[config.mk]
export PLATFORM = sky130hd
export DESIGN_NAME = peakSearchTop
export DESIGN_NICKNAME = d
export VERILOG_FILES = /design/src/rtl/peakPkg.sv /design/src/rtl/maxOf4.sv /design/src/rtl/peakCfg.sv /design/src/rtl/peakDetect.sv /design/src/rtl/peakSearchTop.sv /design/src/rtl/peakTree.sv
export SDC_FILE = /design/constraint.sdc
export NUM_CORES = 1
export LEC_CHECK = 0
export CAP_MARGIN = 20
export CORE_ASPECT_RATIO = 0.7
export CORE_MARGIN = 2
export CORE_UTILIZATION = 50
export DETAILED_ROUTE_END_ITERATION = 10
export DONT_BUFFER_PORTS = 1
export HOLD_SLACK_MARGIN = 0.03
export PLACE_DENSITY = 0.67
export SETUP_SLACK_MARGIN = 0.15
export SYNTH_ARGS = -nofsm -noshare
export SYNTH_HDL_FRONTEND = slang
export SYNTH_SLANG_ARGS = --single-unit
[constraint.sdc]
create_clock -name clk -period 4.2 [get_ports clk]
set_clock_uncertainty 0.15 [all_clocks]
set_input_delay 0.63 -clock clk [delete_from_list [all_inputs] [get_ports clk]]
set_output_delay 0.63 -clock clk [all_outputs]
set_load 0.01 [all_outputs]
[src/rtl/peakPkg.sv]
`default_nettype none

package peakPkg;

   localparam int valueWidth   = 12;   // signed correlator magnitude
   localparam int numBins      = 16;   // parallel correlator outputs
   localparam int indexWidth   = 4;    // log2 of numBins
   localparam int countWidth   = 16;   // hit counter
   localparam int cfgDataWidth = 16;   // register port data

   typedef logic signed [valueWidth-1:0] value_t;

   // one correlator output tagged with the bin it came from
   typedef struct packed {
      value_t                value;
      logic [indexWidth-1:0] index;
   } candidate_t;

   // detected peak as seen at the top level
   typedef struct packed {
      value_t                value;
      logic [indexWidth-1:0] index;
      logic                  hit;     // above threshold with enable set
   } peak_t;

   typedef enum logic [1:0] {
      addrThreshold = 2'd0,   // read/write
      addrControl   = 2'd1,   // bit 0 enable, bit 1 clear pulse
      addrHitCount  = 2'd2    // read only
   } cfgAddr_e;

endpackage

`default_nettype wire

[src/rtl/maxOf4.sv]
`timescale 1ns/1ps
`default_nettype none

module maxOf4
(
   input  wire  logic                clk,
   input  wire  logic                rst,
   input  wire  peakPkg::candidate_t cand [0:3],
   output       peakPkg::candidate_t winner
);

   logic                selLow;     // input 1 beats input 0
   logic                selHigh;    // input 3 beats input 2
   logic                selFinal;   // high pair beats low pair
   peakPkg::candidate_t lowPair;
   peakPkg::candidate_t highPair;
   peakPkg::candidate_t best;

   // 1 when the later operand should win, so ties go to the later input
   function automatic logic takeLater
   (
      input peakPkg::value_t earlier,
      input peakPkg::value_t later
   );
      return later >= earlier;   // signed compare
   endfunction

   assign selLow  = takeLater(cand[0].value, cand[1].value);
   assign selHigh = takeLater(cand[2].value, cand[3].value);

   always_comb
   begin
      lowPair  = selLow  ? cand[1] : cand[0];
      highPair = selHigh ? cand[3] : cand[2];
   end

   // the high pair holds the later inputs, so an equal value goes to it
   assign selFinal = takeLater(lowPair.value, highPair.value);
   assign best     = selFinal ? highPair : lowPair;

   always_ff @(posedge clk)
   begin
      if (rst)
      begin
         winner <= '0;
      end
      else
      begin
         winner <= best;   // one cycle latency, new set every cycle
      end
   end

   generate
      for (genvar i = 0; i < 4; i++)
      begin : g_check
         a_winnerNotSmaller : assert property (
            @(posedge clk) disable iff (rst)
            !$past(rst) |-> winner.value >= $past(cand[i].value)
         )
            else $error("maxOf4 winner %0d is below input %0d of the last cycle",
                        winner.value, i);
      end
   endgenerate

endmodule

`default_nettype wire

[src/rtl/peakCfg.sv]
`timescale 1ns/1ps
`default_nettype none

module peakCfg
(
   input  wire  logic                              clk,
   input  wire  logic                              rst,
   input  wire  logic                              cfgWrite,
   input  wire  peakPkg::cfgAddr_e                 cfgAddr,
   input  wire  logic [peakPkg::cfgDataWidth-1:0]  cfgWdata,
   input  wire  logic [peakPkg::countWidth-1:0]    hitCount,
   output       logic [peakPkg::cfgDataWidth-1:0]  cfgRdata,
   output       peakPkg::value_t                   threshold,
   output       logic                              enable,
   output       logic                              clearCount
);

   logic writeThreshold;
   logic writeControl;

   assign writeThreshold = cfgWrite && (cfgAddr == peakPkg::addrThreshold);
   assign writeControl   = cfgWrite && (cfgAddr == peakPkg::addrControl);

   always_ff @(posedge clk)
   begin
      if (rst)
      begin
         threshold <= '0;
         enable    <= 1'b1;   // detection on out of reset
      end
      else
      begin
         if (writeThreshold)
         begin
            threshold <= cfgWdata[peakPkg::valueWidth-1:0];
         end
         if (writeControl)
         begin
            enable <= cfgWdata[0];
         end
      end
   end

   // counter sees the clear on the write cycle and zeroes at the next edge
   assign clearCount = writeControl && cfgWdata[1];

   always_comb
   begin
      cfgRdata = '0;
      case (cfgAddr)
         peakPkg::addrThreshold:
         begin
            cfgRdata = {{(peakPkg::cfgDataWidth - peakPkg::valueWidth)
                         {threshold[peakPkg::valueWidth-1]}}, threshold};   // sign-extend
         end
         peakPkg::addrControl:
         begin
            cfgRdata[0] = enable;
         end
         peakPkg::addrHitCount:
         begin
            cfgRdata = hitCount;
         end
         default:
         begin
            cfgRdata = '0;   // unmapped address
         end
      endcase
   end

   a_noCountWrite : assert property (
      @(posedge clk) disable iff (rst)
      cfgWrite |-> cfgAddr != peakPkg::addrHitCount
   )
      else $error("write to read-only hit counter");

endmodule

`default_nettype wire

[src/rtl/peakDetect.sv]
`timescale 1ns/1ps
`default_nettype none

module peakDetect
(
   input  wire  logic                            clk,
   input  wire  logic                            rst,
   input  wire  peakPkg::candidate_t             treePeak,
   input  wire  logic                            treeValid,
   input  wire  peakPkg::value_t                 threshold,
   input  wire  logic                            enable,
   input  wire  logic                            clearCount,
   output       peakPkg::peak_t                  peak,
   output       logic                            peakValid,
   output       logic [peakPkg::countWidth-1:0]  hitCount
);

   logic isHit;
   logic countFull;

   // strictly above, both operands signed
   assign isHit     = enable && (treePeak.value > threshold);
   assign countFull = &hitCount;

   always_ff @(posedge clk)
   begin
      if (rst)
      begin
         peakValid <= 1'b0;
      end
      else
      begin
         peakValid <= treeValid;
      end
   end

   always_ff @(posedge clk)
   begin
      if (treeValid)
      begin
         peak.value <= treePeak.value;
         peak.index <= treePeak.index;
         peak.hit   <= isHit;
      end
   end

   // counts with the same edge that raises peakValid
   always_ff @(posedge clk)
   begin
      if (rst || clearCount)
      begin
         hitCount <= '0;   // clear beats a hit in the same cycle
      end
      else if (treeValid && isHit && !countFull)
      begin
         hitCount <= hitCount + 1'b1;
      end
   end

   a_noStrayValid : assert property (
      @(posedge clk) disable iff (rst)
      peakValid && $past(peakValid) |-> $past(treeValid) && $past(treeValid, 2)
   )
      else $error("peakValid held without two cycles of treeValid");

endmodule

`default_nettype wire

[src/rtl/peakSearchTop.sv]
`timescale 1ns/1ps
`default_nettype none

module peakSearchTop
(
   input  wire  logic                                    clk,
   input  wire  logic                                    rst,
   input  wire  peakPkg::value_t [peakPkg::numBins-1:0]  samples,
   input  wire  logic                                    sampleValid,
   input  wire  logic                                    cfgWrite,
   input  wire  peakPkg::cfgAddr_e                       cfgAddr,
   input  wire  logic [peakPkg::cfgDataWidth-1:0]        cfgWdata,
   output       logic [peakPkg::cfgDataWidth-1:0]        cfgRdata,
   output       peakPkg::peak_t                          peak,
   output       logic                                    peakValid
);

   peakPkg::candidate_t               treePeak;
   logic                              treeValid;
   peakPkg::value_t                   threshold;
   logic                              enable;
   logic                              clearCount;
   logic [peakPkg::countWidth-1:0]    hitCount;

   peakTree u_peakTree
   (
      .clk         (clk),
      .rst         (rst),
      .samples     (samples),
      .sampleValid (sampleValid),
      .treePeak    (treePeak),
      .treeValid   (treeValid)
   );

   peakDetect u_peakDetect
   (
      .clk        (clk),
      .rst        (rst),
      .treePeak   (treePeak),
      .treeValid  (treeValid),
      .threshold  (threshold),
      .enable     (enable),
      .clearCount (clearCount),
      .peak       (peak),
      .peakValid  (peakValid),
      .hitCount   (hitCount)
   );

   peakCfg u_peakCfg
   (
      .clk        (clk),
      .rst        (rst),
      .cfgWrite   (cfgWrite),
      .cfgAddr    (cfgAddr),
      .cfgWdata   (cfgWdata),
      .hitCount   (hitCount),
      .cfgRdata   (cfgRdata),
      .threshold  (threshold),
      .enable     (enable),
      .clearCount (clearCount)
   );

endmodule

`default_nettype wire

[src/rtl/peakTree.sv]
`timescale 1ns/1ps
`default_nettype none

module peakTree
(
   input  wire  logic                                       clk,
   input  wire  logic                                       rst,
   input  wire  peakPkg::value_t [peakPkg::numBins-1:0]     samples,
   input  wire  logic                                       sampleValid,
   output       peakPkg::candidate_t                        treePeak,
   output       logic                                       treeValid
);

   peakPkg::candidate_t stage1In  [0:peakPkg::numBins/4-1][0:3];
   peakPkg::candidate_t stage1Win [0:peakPkg::numBins/4-1];
   logic [1:0]          validPipe;   // one bit per tree stage

   // tag every sample with its bin position
   always_comb
   begin
      for (int g = 0; g < peakPkg::numBins / 4; g++)
      begin
         for (int k = 0; k < 4; k++)
         begin
            stage1In[g][k].value = samples[4 * g + k];
            stage1In[g][k].index = peakPkg::indexWidth'(4 * g + k);
         end
      end
   end

   generate
      for (genvar g = 0; g < peakPkg::numBins / 4; g++)
      begin : g_stage1
         maxOf4 u_maxOf4
         (
            .clk    (clk),
            .rst    (rst),
            .cand   (stage1In[g]),
            .winner (stage1Win[g])
         );
      end
   endgenerate

   // groups are in bin order, so the later-wins tie rule keeps the highest bin
   maxOf4 u_stage2
   (
      .clk    (clk),
      .rst    (rst),
      .cand   (stage1Win),
      .winner (treePeak)
   );

   always_ff @(posedge clk)
   begin
      if (rst)
      begin
         validPipe <= '0;
      end
      else
      begin
         validPipe <= {validPipe[0], sampleValid};
      end
   end

   assign treeValid = validPipe[1];

   a_validAligned : assert property (
      @(posedge clk) disable iff (rst)
      !$past(rst) && !$past(rst, 2) |-> treeValid == $past(sampleValid, 2)
   )
      else $error("treeValid out of step with sampleValid");

endmodule

`default_nettype wire

* Word level (Yosys, flattened, before mapping)
Cells that the tools add are included.
** Word-level totals
- Register bits :: 129
- Output and inout bits :: 34
- Logic and storage cells :: 64
** Operators by class
- $add $sub $neg :: 1
- Order comparisons :: 16
- Equality and inequality tests :: 2
- Mux-type cells :: 17
- Reduce and logical (&&, ||, !) cells :: 10
** Operators with widths (number)
- $mux 16 :: 15
- $ge 12x12->1 :: 15
- $pmux 15 s2 :: 1
- $add 16x1->16 const B :: 1
- $reduce_and 16->1 :: 1
- $gt 12x12->1 :: 1
- $logic_and 1x1->1 :: 6
- $pmux 1 s3 :: 1
- $eq 2x1->1 const B :: 1
- $eq 2x2->1 const B :: 1
- $logic_not 2->1 :: 1
- $logic_not 1->1 :: 1
- $logic_or 1x1->1 :: 1

* Logic depth before layout (Yosys ltp)
Gate-level depths: netlist of run 1.
- Word-level depth :: 4
- Gate-level depth with buffers :: 20

* Hierarchy
From an unflattened synthesis of run 1, not the netlist that was laid out.
** Second synthesis, totals
- Cell total of the unflattened synthesis :: 1382
- Area, all modules :: 12398.1 µm²
** Modules (own cells, without submodules)
- maxOf4 :: instances 5, cells an instance 222, area each 1954.4 µm², seq. area each 320.3 µm²
- peakDetect :: instances 1, cells an instance 169, area each 1721.7 µm², seq. area each 850.8 µm²
- peakCfg :: instances 1, cells an instance 97, area each 844.6 µm², seq. area each 260.2 µm²
- peakTree :: instances 1, cells an instance 6, area each 60.1 µm², seq. area each 40.0 µm²

* Worst setup path after synthesis of run 1
Ideal clock, no wire load.
- Path kind :: in2reg
- Start :: input samples[30] in the netlist's numbering
- End :: register u_peakTree.g_stage1[0].u_maxOf4.winner[10] in the netlist's numbering
- Setup time :: 0.071 ns
- Arrival :: 4.068 ns
- Path slack :: -0.089 ns
- Stages :: 17
- Buffers on the path :: 2
- Path through :: inv_1 ha_1 a21oi_1 a211oi_1 or3_1 a21oi_2 mux2i_1 buf_6 mux2_4 ha_1 a211oi_1 nor2_1 nor4_1 a21oi_1 or2_2 clkbuf_1 o2bb2ai_1
** Between the ends
- Cells in the longest elaborated chain, start to end :: 4
** RTL lines
- from (decl) :: RTL line peakSearchTop.sv:8 : input wire peakPkg::value_t [peakPkg::numBins-1:0] samples,
- $ge 12x12->1 :: RTL line maxOf4.sv:25 : return later >= earlier;
- $mux 16 * :: RTL line maxOf4.sv:34 : highPair = selHigh ? cand[3] : cand[2];
- $ge 12x12->1 :: RTL line maxOf4.sv:25
- $mux 16 * :: RTL line maxOf4.sv:39 : assign best = selFinal ? highPair : lowPair;
- to (signal assigned) :: RTL line maxOf4.sv:49 : winner <= best;
- to (decl) :: RTL line maxOf4.sv:9 : output peakPkg::candidate_t winner
Mark *: on every way between the ends. The rest lies on a longest branch, timed or not.
A chain may end at the register's enable or synchronous reset.

* Worst setup path in the final report of run 1
- Start :: register u_peakTree.g_stage1[2].u_maxOf4.winner[5] in the netlist's numbering
- End :: register u_peakTree.u_stage2.winner[8] in the netlist's numbering
** Between the ends
- Cells in the longest elaborated chain, start to end :: 4
** RTL lines (RTL line)
- from (decl) :: maxOf4.sv:9
- from (signal assigned) :: maxOf4.sv:49
- $ge 12x12->1 :: maxOf4.sv:25
- $mux 16 * :: maxOf4.sv:34
- $ge 12x12->1 :: maxOf4.sv:25
- $mux 16 * :: maxOf4.sv:39
- to (signal assigned) :: maxOf4.sv:49
- to (decl) :: maxOf4.sv:9
Marks and branches as above.

==> PnR_summary.wiki, run 1 <==
{| class="wikitable"
! Metric !! Value
|-
| Antenna-violating nets left || 0
|-
| Adder and majority cell fraction of the synthesized area || 23.1%
|-
| Total congestion overflow after global routing || 0
|-
| CP startpoint || u_peakTree.g_stage1[2].u_maxOf4.winner[5]$_SDFF_PP0_
|-
| Number of distinct standard cells referenced by the synthesized netlist || 65
|-
| Uppermost routed layer || met4
|-
| Post-route cell area || 11,800 um2
|-
| Net Sw Frac || 37.3%
|-
| Cell area after technology mapping || 10,400 um2
|-
| Root buffer cell || clkbuf_16
|-
| Count of mapped cells out of synthesis || 1,188
|-
| Final Max Slew Viols || 0
|-
| Share of synthesized flip-flops with an asynchronous set or reset || 0%
|-
| Routed via count || 8,505
|-
| Input/output buffers || 0
|-
| Worst-path maximum fanout || 14
|-
| Combinational family with the most area after synthesis || adder cells
|-
| Detail Route met3 WL || 1.98 mm
|-
| Number of cells after detailed placement || 1,471
|-
| Maximum clock frequency || 0.258 GHz
|-
| Final-layout setup total negative slack || 0 ns
|-
| Filler cell count || 1,890
|-
| Ys flop type || dfxtp_1
|-
| Power spent charging and discharging nets || 2.08 mW
|-
| Number of global-route vias before repair || 8,373
|-
| First-pass GRT wire length || 41.7 mm
|-
| Total I/O pin count || 248
|-
| Share of the core filled with cells in the final layout || 57.1%
|-
| Number of antenna cells inserted || 0
|-
| Part of the total power dissipated in the clock network || 25.0%
|-
| Crit path kind || register to register
|-
| Power per standard cell area || 474 nW/um2
|-
| Wire length on met1 || 13.1 mm
|-
| Initial antenna violation count || 0
|-
| Largest net degree at the start of global routing || 31
|-
| Complex-gate fraction of the synthesized area || 16.0%
|-
| Sequential element share of the synthesized area || 25.0%
|-
| Layout Area Growth over Synthesis || 12.6%
|-
| Number of storage elements in the synthesis netlist || 122
|-
| Required time of the worst setup path || 4.36 ns
|-
| Instance area after placement || 11,000 um2
|-
| Met2 Routed Length || 10.9 mm
|-
| Post-detailed-route via-to-cell ratio || 5.64
|-
| Worst Reg2Reg Path Length in Cells || 16
|-
| Clock latency reported for the late side of the worst-skew pair || 0.40 ns
|-
| Clock-pin slew on the worst setup and hold paths || 0.06 ns
|-
| Proportion of power drawn by flip-flops and latches || 27.3%
|-
| Final setup fails || 0
|-
| Layout cells sized above 1 || 12.6%
|-
| Finished Layout Cells || 1,507
|-
| Synthesized-area fraction occupied by xor and xnor cells || 0%
|-
| Length of the first detailed-routing pass in iterations || 5
|-
| Smallest setup slack after layout || 0.327 ns
|-
| Die ar. || 22,100 um2
|-
| Int Pwr || 3.50 mW
|-
| Hold Path Cell Cnt || 1
|-
| Outcome || completed
|-
| Synthesized area per cell || 8.79 um2
|-
| Num CTS Buffers || 17
|-
| Startpoint type of the worst setup path || register
|-
| H-tree level count || 4
|-
| Static Leakage || 5.71 nW
|-
| Warnings from Yosys || 0
|-
| Worst hold slack after final layout || 0.141 ns
|-
| Critical register-to-register path startpoint || u_peakTree.g_stage1[2].u_maxOf4.winner[5]$_SDFF_PP0_
|-
| Initial Util || 50.7%
|-
| Minimum setup slack after placement || -0.503 ns
|-
| Worst slew margin relative to its limit || 48.7%
|-
| Mux contribution to synthesized area || 15.4%
|-
| Final critical delay including setup and external delays || 3.87 ns
|-
| Area share of and/or/nand/nor cells after synthesis || 12.1%
|-
| Number of nets produced by synthesis || 1,595
|-
| Starting DRC count in detailed routing || 504
|-
| Routed wire length || 26.0 mm
|-
| Maximum number of buffers from clock root to sink || 2
|-
| Y dimension of the die || 125 um
|-
| Post-route DRC || 0
|-
| Worst ir drop on vdd || 380 uV
|-
| Worst-Margin Slew || 0.768 ns
|-
| RSZ-0062 raised after global routing || no
|-
| Final hold violation count || 0
|-
| Arrival time of the worst setup path || 4.03 ns
|-
| Number of flops mapped to enable cells by yosys || 17
|-
| Core outline area || 20,600 um2
|-
| Post-layout total power || 5.58 mW
|-
| Type of the worst min-delay path || input pin to register
|-
| Hold Path Origin || rst
|-
| Placement Rows || 44
|-
| GRT Total Usage || 23.6%
|-
| Wire length per cell after detailed routing || 17.3 um
|-
| Kind of end point of the critical path || register
|-
| Max Cap Violations || 0
|-
| Final clock period utilization by the worst path || 92.2%
|-
| Net count reported at finish || 1,625
|-
| Weighted congestion reported at the end of routability-driven placement || 0.845
|-
| Estimated wirelength of the detail-placed design || 21.6 mm
|-
| Clock tree from TritonCTS || yes
|-
| Total clock sinks || 122
|-
| Chip Width || 177 um
|-
| Combinational fraction of design power || 47.8%
|}
cells by family after synthesis:
| kind of cell | after synthesis |
|---|---|
| flip-flops | 122 |
| AND/OR/NAND/NOR | 250 |
| adder cells (fa/ha/maj) | 193 |
| AO/OA/AOI/OAI | 258 |
| multiplexers | 148 |
| buffers and inverters | 217 |
critical path, stage by stage, from the launching register on:
cell	delay, ns
dfxtp_2	0.35
inv_1	0.05
ha_1	0.28
nor2b_1	0.14
o211ai_1	0.15
a21oi_1	0.09
a211oi_2	0.21
o211a_1	0.25
buf_4	0.17
mux2_2	0.35
ha_1	0.30
o21ai_0	0.15
a21oi_1	0.06
o31ai_1	0.30
a41oi_2	0.18
or2_4	0.34
o2bb2ai_1	0.24
final cells by class:
cell class / instances / area (um2) / share of cell area, %
multi-input cells: 849 / 7140 / 60.7
flip-flops and latches: 122 / 2610 / 22.2
inverters: 179 / 672 / 5.71
clock buffers: 22 / 485 / 4.13
repair buffers: 49 / 409 / 3.48
well taps: 276 / 345 / 2.94
clock inverters: 10 / 92.6 / 0.787
synth_stat cells (10+ instances only):
master / count / area (um2)
nand2_1: 40 / 150
and3_1: 13 / 81.3
inv_1: 179 / 672
o21ai_1: 11 / 55.1
mux2i_1: 108 / 1080
nand4_1: 24 / 150
o22ai_1: 28 / 175
o21ai_0: 36 / 180
nor2b_1: 17 / 106
a21oi_1: 85 / 425
or3_1: 10 / 62.6
edfxtp_1: 17 / 510
clkbuf_1: 24 / 90.1
mux2_4: 17 / 255
nand3_1: 27 / 135
a21o_1: 11 / 82.6
a211oi_1: 11 / 82.6
o2bb2ai_1: 24 / 210
dfxtp_1: 105 / 2100
ha_1: 193 / 2410
mux2_2: 19 / 214
nor2_1: 77 / 289
what timing repair did:
item | in CTS | in global routing
hold buffers | 0 | 0
pin swaps | 0 | 5
setup buffers | 0 | 4
endpoints found under the setup margin | 13 | 41
gates resized for setup | 1 | 20
sequential cells by signal, indices dropped and copies added, names as in the netlist:
register	flops
u_peakTree.u_stage2.winner	16
u_peakCfg.threshold	12
u_peakDetect.peakValid	1
u_peakCfg.enable	1
u_peakTree.validPipe	2
u_peakDetect.hitCount	16
u_peakTree.g_stage1.u_maxOf4.winner	57
u_peakDetect.peak	17
cell usage in the layout, fill, tap and decap left out, types with 4 or more instances in the layout:
master	n
ha_1	190
inv_1	179
dfxtp_1	104
mux2i_1	100
a21oi_1	84
nor2_1	77
buf_4	45
nand2_1	40
o21ai_0	33
nand3_1	27
o22ai_1	27
nand4_1	24
o2bb2ai_1	21
mux2_2	19
clkbuf_16	18
nor2b_1	17
mux2_4	17
edfxtp_1	17
o21ai_1	14
and3_1	13
a21o_1	11
or3_1	10
o31ai_1	9
mux2i_2	8
nand2b_1	8
o211ai_1	7
a211oi_1	7
or4_1	6
and4_1	5
nor3_1	4
a211oi_2	4
o21a_1	4
nor4_1	4
a211o_1	4
clkinv_2	4
clkinv_4	4
layer usage:
| metal | vias to the layer above | GRT usage, % |
|---|---|---|
| met3 | 4 | 6.90 |
| met5 | - | 0 |
| li1 | 4348 | - |
| met2 | 226 | 35.2 |
| met4 | 0 | 3.79 |
| met1 | 3927 | 34.2 |
worst paths after layout:
kind | slack, ns | end
hold reg to reg | 0.25 | u_peakDetect.peak[1]$_DFFE_PP_
hold / removal | 0.14 | u_peakCfg.threshold[7]$_SDFFE_PP0P_
setup / recovery | 0.33 | u_peakTree.u_stage2.winner[8]$_SDFF_PP0_
setup reg to reg | 0.33 | u_peakTree.u_stage2.winner[8]$_SDFF_PP0_
power groups by stage:
stage,combinational [mW],sequential [mW],clock (mW)
floorplan,1.89,1.48,0
detailed placement,2.51,1.54,0
global placement,2.45,1.54,0
global route,2.98,1.54,1.48
CTS,2.53,1.52,1.42
finish,2.66,1.52,1.39
(Power assumes the default switching activity.)
==> run 2, diff against run 1 <==
Settings changed: BUFFER_PORTS_ARGS set to -buffer_cell sky130_fd_sc_hd__clkbuf_2, DONT_BUFFER_PORTS 1 to unset, GPL_ROUTABILITY_DRIVEN set to 0, GPL_TIMING_DRIVEN set to 0, PLACE_DENSITY 0.67 to 0.77.
==> PnR_summary.wiki, run 2 (synthesized netlist as in run 1, its figures left out) <==
{| class="wikitable"
! Metric !! Value
|-
| Outcome || completed
|-
| Maximum number of buffers from clock root to sink || 2
|-
| Number of antenna cells inserted || 0
|-
| Estimated wirelength of the detail-placed design || 23.0 mm
|-
| Biggest regs || u_peakTree.g_stage1.u_maxOf4.winner x57, u_peakDetect.peak x17
|-
| Hold Path Origin || u_peakTree.u_stage2.winner[1]$_SDFF_PP0_
|-
| First-pass GRT wire length || 45.9 mm
|-
| Wire length per cell after detailed routing || 16.9 um
|-
| Largest register FFs || 57
|-
| Worst ir drop on vdd || 446 uV
|-
| Post-detailed-route via-to-cell ratio || 5.56
|-
| CP startpoint || u_peakTree.g_stage1[2].u_maxOf4.winner[5]$_SDFF_PP0_
|-
| Number of global-route vias before repair || 9,420
|-
| Final-layout setup total negative slack || 0 ns
|-
| Initial Util || 50.7%
|-
| H-tree level count || 4
|-
| Maximum clock frequency || 0.250 GHz
|-
| Input/output buffers || 241
|-
| Root buffer cell || clkbuf_16
|-
| Core outline area || 20,600 um2
|-
| Initial antenna violation count || 0
|-
| Most frequent cells in the layout || clkbuf_2, ha_1, inv_1
|-
| Critical register-to-register path startpoint || u_peakTree.g_stage1[2].u_maxOf4.winner[5]$_SDFF_PP0_
|-
| Smallest setup slack after layout || 0.193 ns
|-
| Filler cell count || 1,634
|-
| Clock tree from TritonCTS || yes
|-
| Worst-Margin Slew || 1.07 ns
|-
| Int Pwr || 3.95 mW
|-
| Placement Rows || 44
|-
| Reg-to-reg critical path endpoint || u_peakTree.u_stage2.winner[5]$_SDFF_PP0_
|-
| Share of the core filled with cells in the final layout || 67.8%
|-
| Final setup fails || 0
|-
| Required time of the worst setup path || 4.40 ns
|-
| Clock-pin slew on the worst setup and hold paths || 0.06 ns
|-
| Crit path kind || register to register
|-
| Worst slew margin relative to its limit || 28.5%
|-
| Num CTS Buffers || 17
|-
| Static Leakage || 6.88 nW
|-
| Antenna-violating nets left || 0
|-
| Final Max Slew Viols || 0
|-
| Type of the worst min-delay path || register to register
|-
| Y dimension of the die || 125 um
|-
| Power spent charging and discharging nets || 2.55 mW
|-
| Kind of end point of the critical path || register
|-
| Largest net degree at the start of global routing || 23
|-
| Part of the total power dissipated in the clock network || 21.7%
|-
| Layout Area Growth over Synthesis || 33.6%
|-
| Final critical delay including setup and external delays || 4.01 ns
|-
| R2R Setup Slk || 0.19 ns
|-
| Leading cell type in the layout, fill and taps excluded || clkbuf_2
|-
| Total clock sinks || 122
|-
| Top reg by flops || u_peakTree.g_stage1.u_maxOf4.winner
|-
| Endpoint with the worst hold slack || u_peakDetect.peak[2]$_DFFE_PP_
|-
| GRT Total Usage || 25.9%
|-
| Final clock period utilization by the worst path || 95.4%
|-
| Total congestion overflow after global routing || 0
|-
| RSZ-0062 raised after global routing || yes
|-
| Clock latency reported for the late side of the worst-skew pair || 0.42 ns
|-
| Worst hold slack after final layout || 0.252 ns
|-
| Routed via count || 9,876
|-
| Worst Reg2Reg Path Length in Cells || 20
|-
| Crit path largest cell delay || 0.37 ns
|-
| Chip Width || 177 um
|-
| Routed wire length || 30.0 mm
|-
| Power per standard cell area || 466 nW/um2
|-
| Combinational fraction of design power || 54.9%
|-
| Hold Path Cell Cnt || 0
|-
| Arrival time of the worst setup path || 4.20 ns
|-
| Die ar. || 22,100 um2
|-
| Net count reported at finish || 1,894
|-
| Proportion of power drawn by flip-flops and latches || 23.5%
|-
| Minimum setup slack after placement || -0.548 ns
|-
| Max Cap Violations || 0
|-
| Length of the first detailed-routing pass in iterations || 7
|-
| Startpoint type of the worst setup path || register
|-
| Starting DRC count in detailed routing || 588
|-
| Total I/O pin count || 248
|-
| Worst-path maximum fanout || 10
|-
| Cell type of the slowest stage on the worst timing path || mux2_2
|-
| Post-route DRC || 0
|-
| Final hold violation count || 0
|-
| Net Sw Frac || 39.2%
|-
| Layout cells sized above 1 || 33.0%
|-
| Worst-path cell chain || inv_1, ha_1, nor2b_1, o211ai_1, a21oi_2, a211oi_2, o211a_1, buf_6, buf_8, buf_4, mux2_2, ha_4, nand4_1, nor2_1, o31ai_2, a41oi_2, buf_4, and2_1, buf_6, o2bb2ai_4
|}
==> run 2: routing by layer <==
layer  GRT usage [%]  share of wire [%]  up-vias  routed length, um
met5               0                  0        -                  0
met4            4.76                1.1        0                324
met3            5.10                7.5       31               2260
met2            40.8                 45      364              13400
met1            36.9                 47     4603              14100
li1                -                  -     4878                  -
==> run 2: final cells by class <==
type / count / area (um2) / share of cell area, %
Buffer: 38 / 325 / 2.33
Clock buffer: 17 / 425 / 3.05
Clock inverter: 15 / 146 / 1.05
Inverter: 179 / 672 / 4.82
Multi-Input combinational cell: 849 / 7890 / 56.6
Sequential cell: 122 / 2620 / 18.8
Tap cell: 276 / 345 / 2.48
Timing Repair Buffer: 280 / 1530 / 11.0
==> run 2: stage by stage <==
stage          power (mW)  std cells  cell area, um2
4_1_cts              5.84       1748           13000
3_5_place_dp         4.10       1705           12100
3_3_place_gp         4.03       1705           12100
6_report             6.50       1776           14000
2_1_floorplan        3.37       1188           10500
5_1_grt              6.86       1776           14000
==> run 2: how the worst max path moves through the flow <==
| stage | endpoint | slack (ns) |
|---|---|---|
| floorplan | u_peakTree.g_stage1[0].u_maxOf4.winner[9]$_SDFF_PP0_ | 0.15 |
| finish | u_peakTree.u_stage2.winner[5]$_SDFF_PP0_ | 0.19 |
| CTS | u_peakTree.g_stage1[3].u_maxOf4.winner[8]$_SDFF_PP0_ | 0.16 |
| global placement | u_peakTree.g_stage1[1].u_maxOf4.winner[7]$_SDFF_PP0_ | -0.58 |
| global route | u_peakTree.u_stage2.winner[5]$_SDFF_PP0_ | -0.003 |
| detailed placement | u_peakTree.g_stage1[1].u_maxOf4.winner[6]$_SDFF_PP0_ | -0.55 |
==> run 2: critical path, delay by kind of cell (launching register included) <==
kind,cells,cell delay (ns)
compound gates,7,1.19
buf+inv,6,0.76
simple gates,4,0.58
fa+ha+maj,2,0.55
mux,1,0.37
flops,1,0.35
==> run 2: repair_timing <==
item,in CTS,in global routing
resized for setup,48,160
endpoints found under the setup margin,62,67
setup buffers,11,25
pin swaps,3,30
hold buffers,0,0
gates cloned,0,3
==> run 2: power by group through the flow <==
stage                     Combinational, mW  Sequential (mW)  Clock [mW]
after global placement                 2.51             1.52           0
after floorplan                        1.89             1.48           0
after detailed placement               2.57             1.53           0
after global routing                   3.84             1.54        1.48
after CTS                              2.91             1.51        1.42
final                                  3.56             1.52        1.41
==> run 3, diff against run 2 <==
Settings changed: PLACE_DENSITY 0.77 to 0.74.
Clock period 4.2 ns to 5.15 ns, I/O delays scaled along.
==> PnR_summary.wiki, run 3 (synthesized netlist as in run 1, its figures left out) <==
{| class="wikitable"
! Metric !! Value
|-
| Share of the core filled with cells in the final layout || 61.3%
|-
| Leading cell type in the layout, fill and taps excluded || clkbuf_2
|-
| Type of the worst min-delay path || register to register
|-
| Final hold violation count || 0
|-
| H-tree level count || 4
|-
| Most frequent cells in the layout || clkbuf_2, ha_1, inv_1
|-
| Kind of end point of the critical path || register
|-
| Outcome || completed
|-
| RSZ-0062 raised after global routing || no
|-
| Core outline area || 20,600 um2
|-
| Antenna-violating nets left || 0
|-
| CTS hold repair buffers || 0
|-
| Worst-path maximum fanout || 10
|-
| Root buffer cell || clkbuf_16
|-
| Initial antenna violation count || 0
|-
| Number of cells after detailed placement || 1,705
|-
| Number of antenna cells inserted || 0
|-
| Worst-Margin Slew || 1.07 ns
|-
| First-pass GRT wire length || 44.6 mm
|-
| Post-detailed-route via-to-cell ratio || 5.50
|-
| Number of global-route vias before repair || 9,094
|-
| Worst ir drop on vdd || 341 uV
|-
| Final Max Slew Viols || 0
|-
| Power per standard cell area || 361 nW/um2
|-
| Total clock sinks || 122
|-
| Initial Util || 50.7%
|-
| Crit path largest cell delay || 0.42 ns
|-
| Final setup fails || 0
|-
| Routed wire length || 27.5 mm
|-
| Placement Rows || 44
|-
| Largest register FFs || 57
|-
| Starting DRC count in detailed routing || 655
|-
| Layout Area Growth over Synthesis || 20.8%
|-
| Num CTS Buffers || 17
|-
| Estimated wirelength of the detail-placed design || 23.0 mm
|-
| Finished Layout Cells || 1,738
|-
| Total I/O pin count || 248
|-
| Total congestion overflow after global routing || 0
|-
| Die ar. || 22,100 um2
|-
| Clock-pin slew on the worst setup and hold paths || 0.06 ns
|-
| Biggest regs || u_peakTree.g_stage1.u_maxOf4.winner x57, u_peakDetect.peak x17
|-
| Clock tree from TritonCTS || yes
|-
| Net count reported at finish || 1,856
|-
| Crit path kind || register to register
|-
| Worst slew margin relative to its limit || 28.7%
|-
| Arrival time of the worst setup path || 4.83 ns
|-
| Worst-path cell chain || inv_1, ha_1, a21o_1, nand2_1, nand3b_1, a211o_1, mux2i_4, buf_4, mux2i_1, ha_1, o21a_1, o21ai_0, nand2_1, a21oi_1, a41oi_1, or2_2, clkbuf_1, clkbuf_2, o2bb2ai_1
|-
| Routed via count || 9,552
|-
| Maximum number of buffers from clock root to sink || 2
|-
| Clock latency reported for the late side of the worst-skew pair || 0.43 ns
|-
| Static Leakage || 6.56 nW
|-
| Y dimension of the die || 125 um
|-
| Final clock period utilization by the worst path || 90.7%
|-
| Layout cells sized above 1 || 23.3%
|-
| Maximum clock frequency || 0.214 GHz
|-
| Startpoint type of the worst setup path || register
|-
| Final critical delay including setup and external delays || 4.67 ns
|-
| Length of the first detailed-routing pass in iterations || 5
|-
| Max Cap Violations || 0
|-
| Cell type of the slowest stage on the worst timing path || mux2i_1
|-
| Top reg by flops || u_peakTree.g_stage1.u_maxOf4.winner
|-
| Required time of the worst setup path || 5.31 ns
|-
| Chip Width || 177 um
|-
| Input/output buffers || 241
|-
| Post-layout total power || 4.55 mW
|-
| Post-route DRC || 0
|-
| Wire length per cell after detailed routing || 15.8 um
|-
| GRT Total Usage || 25.3%
|-
| Largest net degree at the start of global routing || 23
|}
==> run 3: cell count changes in the layout (fill, tap and decap cells not counted), sizes merged <==
cell and delta:
buf -47, clkbuf +13, clkinv -7, inv +3, bufinv -2, clkinvlp +2
==> run 3: metal layers <==
| layer | track usage [%] | routed length [um] |
|---|---|---|
| met2 | 38.6 | 11300 |
| met4 | 5.01 | 298 |
| met1 | 36.6 | 13700 |
| met3 | 5.37 | 2170 |
| met5 | 0 | 0 |
==> run 3: layout make-up <==
type | instances | area, um2
Fill cell | 1769 | 7970
Multi-Input combinational cell | 849 | 6970
Sequential cell | 122 | 2610
Timing Repair Buffer | 242 | 1210
Inverter | 179 | 672
Clock buffer | 21 | 514
Tap cell | 276 | 345
Buffer | 38 | 194
Clock inverter | 11 | 93.8
==> run 3: stage by stage <==
stage	setup slack [ns]	hold slack, ns	cell area, um2	TNS [ns]
final	0.481	0.252	12600	0
after global routing	0.185	0.264	12600	0
after CTS	0.363	0.254	12600	0
after detailed placement	-0.0428	0.239	12000	-0.0552
after global placement	0.0107	0.237	12000	0
after floorplan	0.718	0.236	10400	0
==> run 3: path summary, 6_finish.rpt <==
| kind | start | endpoint | slack [ns] | depth (start not counted) |
|---|---|---|---|---|
| hold reg to reg | u_peakTree.u_stage2.winner[2]$_SDFF_PP0_ | u_peakDetect.peak[3]$_DFFE_PP_ | 0.25 | 0 |
| setup / recovery | u_peakTree.g_stage1[0].u_maxOf4.winner[13]$_SDFF_PP0_ | u_peakTree.u_stage2.winner[6]$_SDFF_PP0_ | 0.48 | 19 |
| hold / removal | u_peakTree.u_stage2.winner[2]$_SDFF_PP0_ | u_peakDetect.peak[3]$_DFFE_PP_ | 0.25 | 0 |
| setup reg to reg | u_peakTree.g_stage1[0].u_maxOf4.winner[13]$_SDFF_PP0_ | u_peakTree.u_stage2.winner[6]$_SDFF_PP0_ | 0.48 | 19 |
==> run 3: power breakdown <==
part / switching [mW] / leakage [nW] / internal [mW]
combinational: 1.22 / 5.23 / 0.910
clock: 0.467 / 0.295 / 0.727
sequential: 0.0939 / 1.03 / 1.14
total: 1.78 / 6.56 / 2.77
==> run 3: worst max-delay path, delay by kind of cell (launching register included) <==
family | cells | cell delay (ns)
AO/OA/AOI/OAI | 7 | 1.41
buffers and inverters | 4 | 0.74
multiplexers | 2 | 0.73
adder cells (fa/ha/maj) | 2 | 0.60
AND/OR/NAND/NOR | 4 | 0.59
flip-flops | 1 | 0.34
==> run 3: timing repair <==
item	in CTS	in global routing
buffers inserted	0	1
endpoints found under the setup margin	0	13
resized for setup	0	5
